**config.mk**
```make
export PLATFORM = sky130hd
export DESIGN_NAME = pcg_top
export DESIGN_NICKNAME = d
export VERILOG_FILES = /design/src/logic/pcg_pkg.sv /design/src/logic/pcg_alarm_counter.sv /design/src/logic/pcg_ctrl_fsm.sv /design/src/logic/pcg_if_id_reg.sv /design/src/logic/pcg_pc_check.sv /design/src/logic/pcg_pc_gen.sv /design/src/logic/pcg_top.sv
export SDC_FILE = /design/constraint.sdc
export NUM_CORES = 1
export LEC_CHECK = 0
export BUFFER_PORTS_ARGS = -buffer_cell sky130_fd_sc_hd__buf_2
export CORE_MARGIN = 10
export CORE_UTILIZATION = 30
export DETAILED_ROUTE_END_ITERATION = 16
export MAX_ROUTING_LAYER = met4
export PLACE_DENSITY = 0.59
export SLEW_MARGIN = 0
export SYNTH_ARGS = -nofsm -noshare
export SYNTH_HDL_FRONTEND = slang
export SYNTH_SLANG_ARGS = --single-unit
```
**constraint.sdc**
```tcl
create_clock -name clk -period 4.65 [get_ports clk]
set_input_delay 1.1625 -clock clk [delete_from_list [all_inputs] [get_ports clk]]
set_output_delay 1.1625 -clock clk [all_outputs]
set_load 0.05 [all_outputs]
```
**src/logic/pcg_pkg.sv**
```systemverilog
package pcg_pkg;

  ////////////////////////////////////////
  // Widths and constants
  ////////////////////////////////////////

  // Instruction address as seen by fetch
  typedef logic [31:0] pcg_addr_t;

  // Fault count width, wide enough to saturate well past the alarm level
  localparam int unsigned PCG_ERR_CNT_W = 4;

  // Number of detected PC faults that trips the alarm
  localparam logic [PCG_ERR_CNT_W-1:0] PCG_ALARM_THRESHOLD = 4'd3;

  ////////////////////////////////////////
  // Enums
  ////////////////////////////////////////

  // Source of a non-sequential PC load
  typedef enum logic [2:0] {
    PC_BOOT,
    PC_JUMP,
    PC_BRANCH,
    PC_TRAP,
    PC_MRET
  } pcg_pc_mux_e;

  // Controller FSM states
  typedef enum logic [2:0] {
    ST_RESET,
    ST_BOOT,
    ST_RUN,
    ST_HALT,
    ST_LOCK
  } pcg_state_e;

  ////////////////////////////////////////
  // Structs
  ////////////////////////////////////////

  // Control flow requests, MSB has highest priority
  typedef struct packed {
    logic trap;
    logic mret;
    logic branch;
    logic jump;
  } pcg_event_t;

  // Command from the controller to the fetch stage
  typedef struct packed {
    logic        pc_set;
    pcg_pc_mux_e pc_mux;
    logic        fetch_en;
  } pcg_ctrl_t;

  // All possible PC targets
  typedef struct packed {
    pcg_addr_t boot_addr;
    pcg_addr_t jump_target;
    pcg_addr_t branch_target;
    pcg_addr_t mtvec;
    pcg_addr_t mepc;
  } pcg_targets_t;

  // Contents of the IF/ID pipeline register
  typedef struct packed {
    logic      valid;
    pcg_addr_t pc;
    logic      compressed;
  } pcg_if_id_t;

endpackage

```
**src/logic/pcg_alarm_counter.sv**
```systemverilog
`timescale 1ns/1ps

module pcg_alarm_counter (
  input  logic                               clk,
  input  logic                               rst_n,
  input  logic                               pc_err_i,
  output logic [pcg_pkg::PCG_ERR_CNT_W-1:0] err_count_o,
  output logic                               alarm_o
);
  import pcg_pkg::*;

  logic [PCG_ERR_CNT_W-1:0] count_q;
  logic [PCG_ERR_CNT_W-1:0] count_d;
  logic                     alarm_q;

  // Hold at all ones
  assign count_d = (pc_err_i && !(&count_q)) ? count_q + 1'b1 : count_q;

  always_ff @(posedge clk or negedge rst_n) begin
    if (!rst_n) begin
      count_q <= '0;
      alarm_q <= 1'b0;
    end else begin
      count_q <= count_d;
      // Sticky once the threshold is reached
      if (count_d >= PCG_ALARM_THRESHOLD) begin
        alarm_q <= 1'b1;
      end
    end
  end

  assign err_count_o = count_q;
  assign alarm_o     = alarm_q;

endmodule

```
**src/logic/pcg_ctrl_fsm.sv**
```systemverilog
`timescale 1ns/1ps

module pcg_ctrl_fsm (
  input  logic                clk,
  input  logic                rst_n,
  input  pcg_pkg::pcg_event_t event_i,
  input  logic                halt_i,
  input  logic                alarm_i,
  output pcg_pkg::pcg_ctrl_t  ctrl_o
);
  import pcg_pkg::*;

  pcg_state_e state_q;
  pcg_state_e state_d;

  // Any control flow request this cycle
  logic event_any;

  assign event_any = event_i.trap | event_i.mret | event_i.branch | event_i.jump;

  ////////////////////////////////////////
  // State register
  ////////////////////////////////////////

  always_ff @(posedge clk or negedge rst_n) begin
    if (!rst_n) begin
      state_q <= ST_RESET;
    end else begin
      state_q <= state_d;
    end
  end

  ////////////////////////////////////////
  // Next state and outputs
  ////////////////////////////////////////

  always_comb begin
    // Idle outputs, also used by HALT and LOCK
    state_d         = state_q;
    ctrl_o.pc_set   = 1'b0;
    ctrl_o.pc_mux   = PC_BOOT;
    ctrl_o.fetch_en = 1'b0;

    case (state_q)
      // One quiet cycle after reset release
      ST_RESET: begin
        state_d = ST_BOOT;
      end
      // Load the boot address once
      ST_BOOT: begin
        ctrl_o.pc_set = 1'b1;
        ctrl_o.pc_mux = PC_BOOT;
        state_d       = ST_RUN;
      end
      ST_RUN: begin
        if (event_any) begin
          // Priority trap > mret > branch > jump, no register in the path
          ctrl_o.pc_set = 1'b1;
          if (event_i.trap) begin
            ctrl_o.pc_mux = PC_TRAP;
          end else if (event_i.mret) begin
            ctrl_o.pc_mux = PC_MRET;
          end else if (event_i.branch) begin
            ctrl_o.pc_mux = PC_BRANCH;
          end else begin
            ctrl_o.pc_mux = PC_JUMP;
          end
        end else begin
          // Sequential fetch, halt takes effect from the next cycle
          ctrl_o.fetch_en = 1'b1;
          if (halt_i) begin
            state_d = ST_HALT;
          end
        end
      end
      // Frozen until halt is dropped
      ST_HALT: begin
        if (!halt_i) begin
          state_d = ST_RUN;
        end
      end
      // Only reset leaves LOCK
      ST_LOCK: begin
        state_d = ST_LOCK;
      end
      default: begin
        state_d = ST_RESET;
      end
    endcase

    // Fault alarm overrides every transition
    if (alarm_i) begin
      state_d = ST_LOCK;
    end
  end

endmodule

```
**src/logic/pcg_if_id_reg.sv**
```systemverilog
`timescale 1ns/1ps

module pcg_if_id_reg (
  input  logic                clk,
  input  logic                rst_n,
  input  pcg_pkg::pcg_ctrl_t  ctrl_i,
  input  pcg_pkg::pcg_addr_t  pc_if_i,
  input  logic                compressed_i,
  output pcg_pkg::pcg_if_id_t if_id_o
);
  import pcg_pkg::*;

  pcg_if_id_t if_id_q;

  always_ff @(posedge clk or negedge rst_n) begin
    if (!rst_n) begin
      if_id_q <= '0;
    end else begin
      // Any PC set kills the entry
      if (ctrl_i.pc_set) begin
        if_id_q.valid <= 1'b0;
      end else if (ctrl_i.fetch_en) begin
        if_id_q.valid <= 1'b1;
      end
      // Payload of the instruction leaving fetch
      if (ctrl_i.fetch_en) begin
        if_id_q.pc         <= pc_if_i;
        if_id_q.compressed <= compressed_i;
      end
    end
  end

  assign if_id_o = if_id_q;

endmodule

```
**src/logic/pcg_pc_check.sv**
```systemverilog
`timescale 1ns/1ps

module pcg_pc_check (
  input  logic                  clk,
  input  logic                  rst_n,
  input  pcg_pkg::pcg_ctrl_t    ctrl_i,
  input  pcg_pkg::pcg_addr_t    pc_if_i,
  input  pcg_pkg::pcg_if_id_t   if_id_i,
  input  pcg_pkg::pcg_targets_t targets_i,
  output logic                  pc_err_o
);
  import pcg_pkg::*;

  // PC set seen last cycle
  logic        pc_set_q;
  // Instruction moved from IF to ID last cycle
  logic        if_id_q;
  // Sticky, set by the first PC set
  logic        compare_enable_q;
  // Own copy of the mux selection
  pcg_pc_mux_e pc_mux_q;

  // Expected PC after a sequential advance
  pcg_addr_t incr_addr;
  // Expected PC after a control flow load
  pcg_addr_t ctrl_flow_addr;
  // Expected PC for this cycle
  pcg_addr_t check_addr;
  // Comparison active this cycle
  logic      check_valid;

  ////////////////////////////////////////
  // Recompute the expected PC
  ////////////////////////////////////////

  // Previous fetch PC plus its size
  assign incr_addr = if_id_i.pc + (if_id_i.compressed ? 32'd2 : 32'd4);

  // Glitched mux in the PC generator picks another target than this copy
  always_comb begin
    case (pc_mux_q)
      PC_JUMP:   ctrl_flow_addr = targets_i.jump_target;
      PC_BRANCH: ctrl_flow_addr = targets_i.branch_target;
      PC_TRAP:   ctrl_flow_addr = targets_i.mtvec;
      PC_MRET:   ctrl_flow_addr = targets_i.mepc;
      default:   ctrl_flow_addr = targets_i.boot_addr;
    endcase
  end

  assign check_addr = pc_set_q ? {ctrl_flow_addr[31:1], 1'b0} : incr_addr;

  // Sequential check needs a live IF/ID entry
  assign check_valid = pc_set_q | (if_id_q & if_id_i.valid);

  // Mismatch only counts once the PC has been loaded
  assign pc_err_o = compare_enable_q & check_valid & (check_addr != pc_if_i);

  ////////////////////////////////////////
  // Flops
  ////////////////////////////////////////

  always_ff @(posedge clk or negedge rst_n) begin
    if (!rst_n) begin
      pc_set_q         <= 1'b0;
      if_id_q          <= 1'b0;
      compare_enable_q <= 1'b0;
      pc_mux_q         <= PC_BOOT;
    end else begin
      pc_set_q <= ctrl_i.pc_set;
      // Advance and PC set are exclusive in the controller
      if_id_q  <= ctrl_i.fetch_en & ~ctrl_i.pc_set;
      if (ctrl_i.pc_set) begin
        pc_mux_q         <= ctrl_i.pc_mux;
        compare_enable_q <= 1'b1;
      end
    end
  end

endmodule

```
**src/logic/pcg_pc_gen.sv**
```systemverilog
`timescale 1ns/1ps

module pcg_pc_gen (
  input  logic                  clk,
  input  logic                  rst_n,
  input  pcg_pkg::pcg_ctrl_t    ctrl_i,
  input  pcg_pkg::pcg_targets_t targets_i,
  input  logic                  compressed_i,
  input  pcg_pkg::pcg_addr_t    fault_mask_i,
  output pcg_pkg::pcg_addr_t    pc_if_o
);
  import pcg_pkg::*;

  // Fetch stage PC
  pcg_addr_t pc_q;

  // Selected control flow target
  pcg_addr_t target_addr;

  // Next PC on sequential fetch
  pcg_addr_t seq_addr;

  // Value loaded into the PC before the fault mask
  pcg_addr_t pc_next;

  // PC register updates this cycle
  logic pc_load;

  ////////////////////////////////////////
  // Target selection
  ////////////////////////////////////////

  always_comb begin
    case (ctrl_i.pc_mux)
      PC_JUMP:   target_addr = targets_i.jump_target;
      PC_BRANCH: target_addr = targets_i.branch_target;
      PC_TRAP:   target_addr = targets_i.mtvec;
      PC_MRET:   target_addr = targets_i.mepc;
      default:   target_addr = targets_i.boot_addr;
    endcase
  end

  // Compressed instructions are 2 bytes, full size 4
  assign seq_addr = pc_q + (compressed_i ? 32'd2 : 32'd4);

  // Targets are halfword aligned
  assign pc_next = ctrl_i.pc_set ? {target_addr[31:1], 1'b0} : seq_addr;
  assign pc_load = ctrl_i.pc_set | ctrl_i.fetch_en;

  ////////////////////////////////////////
  // PC register
  ////////////////////////////////////////

  always_ff @(posedge clk or negedge rst_n) begin
    if (!rst_n) begin
      pc_q <= '0;
    end else if (pc_load) begin
      // Lab fault hook, flips PC bits on any load
      pc_q <= pc_next ^ fault_mask_i;
    end
  end

  assign pc_if_o = pc_q;

endmodule

```
**src/logic/pcg_top.sv**
```systemverilog
`timescale 1ns/1ps

module pcg_top (
  input  logic                               clk,
  input  logic                               rst_n,
  input  pcg_pkg::pcg_event_t                event_i,
  input  pcg_pkg::pcg_targets_t              targets_i,
  input  logic                               compressed_i,
  input  logic                               halt_i,
  input  pcg_pkg::pcg_addr_t                 fault_mask_i,
  output pcg_pkg::pcg_addr_t                 pc_if_o,
  output logic                               pc_err_o,
  output logic                               alarm_o,
  output logic [pcg_pkg::PCG_ERR_CNT_W-1:0] err_count_o
);
  import pcg_pkg::*;

  pcg_ctrl_t  ctrl;
  pcg_addr_t  pc_if;
  pcg_if_id_t if_id;
  logic       pc_err;
  logic       alarm;

  ////////////////////////////////////////
  // Fetch path
  ////////////////////////////////////////

  pcg_ctrl_fsm u_ctrl_fsm (
    .clk     (clk),
    .rst_n   (rst_n),
    .event_i (event_i),
    .halt_i  (halt_i),
    .alarm_i (alarm),
    .ctrl_o  (ctrl)
  );

  pcg_pc_gen u_pc_gen (
    .clk          (clk),
    .rst_n        (rst_n),
    .ctrl_i       (ctrl),
    .targets_i    (targets_i),
    .compressed_i (compressed_i),
    .fault_mask_i (fault_mask_i),
    .pc_if_o      (pc_if)
  );

  pcg_if_id_reg u_if_id_reg (
    .clk          (clk),
    .rst_n        (rst_n),
    .ctrl_i       (ctrl),
    .pc_if_i      (pc_if),
    .compressed_i (compressed_i),
    .if_id_o      (if_id)
  );

  ////////////////////////////////////////
  // Hardening
  ////////////////////////////////////////

  pcg_pc_check u_pc_check (
    .clk       (clk),
    .rst_n     (rst_n),
    .ctrl_i    (ctrl),
    .pc_if_i   (pc_if),
    .if_id_i   (if_id),
    .targets_i (targets_i),
    .pc_err_o  (pc_err)
  );

  pcg_alarm_counter u_alarm_counter (
    .clk         (clk),
    .rst_n       (rst_n),
    .pc_err_i    (pc_err),
    .err_count_o (err_count_o),
    .alarm_o     (alarm)
  );

  assign pc_if_o  = pc_if;
  assign pc_err_o = pc_err;
  assign alarm_o  = alarm;

endmodule

```
==> flow_summary.ini <==
[floorplanning]
coreArea_um2 = 27930
start_util_pct = 30.56
rows = 61
ios = 238
die_h_um = 188.7
dieArea_um2 = 35600
die_x_um = 188.7

[worst_setup_path]
crit_chain = buf_6, mux4_2, nor2_2, a31o_2, o32a_1, o211ai_1, or4_4, nor4_4, a311oi_4, buf_6
crit_top_cell = buf_6
worstPathArrival_ns = 3.45
cp_slowest_stage_delay_ns = 0.54
worstReg2RegEnd = u_alarm_counter.alarm_o
rrSetupSlack_ns = 1.00
cp_data_required_time_ns = 3.49
start_kind = input pin
slowest_stage = or4_4
worstSetupPathType = in2out
reg2reg_depth = 11
cp-end-kind = primary output
critPathMaxFanout = 2
r2r-start = u_pc_check.pc_mux_q[1]
cp_num_buf_inv = 2
cp_num_cells = 10
critPathTopFamily = simple AND/OR/NAND/NOR gates

[global_routing]
grt_pass1_wl_um = 60570
grt.total_usage_pct = 22.34
antenna_found_initial = 3
grt_pass1_vias = 9851
grt_max_degree = 58
grt.overflow.total = 0

[route]
wl_per_cell_um = 23.83
dr_wl_met3_um = 2847
via_per_inst = 5.870
ant_nets = 0
vias = 9885
wirelength_um = 40130
top_layer_used = met4
drc_errors = 0
first_pass_iters = 9
drt_iter0_markers = 891
routed-wl-met2_um = 18730
wirelength_met1_um = 16910

[clocking]
clock_latency_ns = 0.36
clockBufferDepth = 2
numCtsBuffers = 9
clock_sinks = 80
path_clk_slew_ns = 0.07
cts_hold_buf = 0
htreeDepth = 3
post_cts_buffers = 0
cts_tree = built
ctsRootBufferMaster = clkbuf_16

[cells_and_area]
layout.cells.non_filler = 1684
synthToLayoutAreaGrowth_pct = 24.79
multi_input_area_um2 = 6071
fillers = 2964
drive_above_1_share_pct = 27.88
fin_area_um2 = 10650
regArea_um2 = 2011
final_nets = 1504
final_cell_mix = 226 x buf_2, 186 x nand2_1, 77 x dfrtp_1
layout_commonest_cell = buf_2
final_util_pct = 38.13

[placement]
placed_cell_area_um2 = 10200
hpwlAfterDp_um = 31670
dpl_worst_slack_ns = -0.06089
port_buffers = 232
place.gp.congestion = 0.9313
dpl.cell_count = 1664

[timing]
finalCritPeriodShare_pct = 99.22
hold_viol_final = 0
setup_violations = 0
skew_ns = 0.01083
fmax_mhz = 216.7
tightest_slew_ns = 0.9155
maxSlewViolCount = 0
fin_tns_setup_ns = 0
whs_ns = 0.4842
min_period_ns = 4.614
setup_slack_ns = 0.03616
rsz0062_at_grt = yes
slew-limit-headroom_pct = 38.90

[yosys]
syn-num-nets = 1302
synth_ff_type = dfrtp_1
yosysWarnings = 0
synth_seq_cells = 80
synth-edff-count = 0
ys_async_sr_fraction_pct = 100.0
yosysUniqueCellTypes = 91
synth.avg_cell_area_um2 = 7.795
synthesis.area_um2 = 8536
ys_seq_area_share_pct = 23.45
syn_inst = 1095

[power_and_ir_drop]
power.density_nw_per_um2 = 183.2
p_leak_nw = 4.587
power_mw = 1.952
peakVddDrop_v = 0.0001442

[hold_path]
hold_class = reg2reg
min_path_cells = 2
hold_end = u_pc_check.compare_enable_q
min_from = u_pc_check.compare_enable_q

[run_status]
outcome = finished clean

[run]
maxCapViolCount = 0
[worst min-delay path: cells and delay by family (launching register included)]
family	cells	cell delay [ns]
DFF	1	0.33
buffers and inverters	1	0.07
and+or+nand+nor	1	0.06
[flip-flops by register name, indices dropped and copies added, names as in the netlist]
name                         cells
u_alarm_counter.alarm_o          1
u_alarm_counter.err_count_o      4
u_ctrl_fsm.state_q               3
u_if_id_reg.if_id_o             34
u_pc_check.compare_enable_q      1
u_pc_check.if_id_q               1
u_pc_check.pc_mux_q              3
u_pc_check.pc_set_q              1
u_pc_gen.pc_if_o                32
[synthesized netlist by cell type (9+ instances only)]
| cell | count | area, um2 |
|---|---|---|
| nand4_1 | 21 | 131.4 |
| nand2_1 | 186 | 698.2 |
| o211ai_1 | 10 | 75.07 |
| and3_1 | 17 | 106.4 |
| a31oi_1 | 9 | 56.30 |
| a22oi_1 | 38 | 285.3 |
| buf_6 | 9 | 101.4 |
| a21oi_1 | 51 | 255.2 |
| nand3_1 | 46 | 230.2 |
| nor2_1 | 45 | 168.9 |
| mux2_2 | 9 | 101.4 |
| buf_2 | 15 | 75.07 |
| mux2i_1 | 32 | 320.3 |
| o22ai_1 | 29 | 181.4 |
| a222oi_1 | 33 | 330.3 |
| o21ai_0 | 46 | 230.2 |
| nand2b_1 | 11 | 68.82 |
| o21a_1 | 9 | 67.56 |
| nor3_1 | 23 | 115.1 |
| dfrtp_1 | 80 | 2002 |
| o21ai_1 | 10 | 50.05 |
| a221oi_1 | 15 | 131.4 |
| clkbuf_1 | 62 | 232.7 |
| inv_1 | 22 | 82.58 |
| xor2_1 | 53 | 464.2 |
| xnor2_1 | 45 | 394.1 |
[per-layer routing]
metal / global-route usage (%) / vias up
met2: 35.57 / 472
met1: 27.51 / 4797
met3: 4.154 / 73
met4: 8.639 / 0
li1: - / 4543
met5: - / -
[layout make-up]
type                       count  share of cell area (%)
clock inverter                 7                  0.9632
multi-input combinational    893                   56.99
sequential                    80                   18.88
clock buffer                   9                   2.114
tap                          378                   4.440
antenna                        4                 0.09397
timing repair buffer         288                   15.63
inverter                      25                  0.8810
[power breakdown]
part	internal, mW	switching (mW)	leakage (nW)
combinational	0.156	0.230	3.39
sequential	0.708	0.0357	1.04
clock	0.478	0.345	0.157
[how the worst max path moves through the flow]
stage	to	slack [ns]	from
final	pc_err_o	0.04	targets_i[56]
after global routing	pc_err_o	-0.04	targets_i[56]
after CTS	pc_err_o	0.008	u_if_id_reg.if_id_o[0]
after detailed placement	pc_err_o	-0.06	targets_i[56]
after global placement	pc_err_o	-0.06	targets_i[56]
after floorplan	pc_err_o	0.27	targets_i[55]
[cell families after synthesis]
kind of cell               Yosys count  share of synthesized area [%]
xor gates and xnor gates            98                          10.06
AOI/OAI and AO/OA                  330                          28.38
muxes                               52                          7.183
buffers and inverters              122                          6.596
DFF                                 80                          23.45
and+or+nand+nor                    406                          23.13
adders and majority gates            7                          1.202
[repair_timing]
item,in CTS,in global routing
pin swaps,2,5
resized for setup,12,15
setup endpoints to repair,1,1
endpoints found under the hold margin,0,0
No activity file was read; power rests on OpenSTA's default activity.
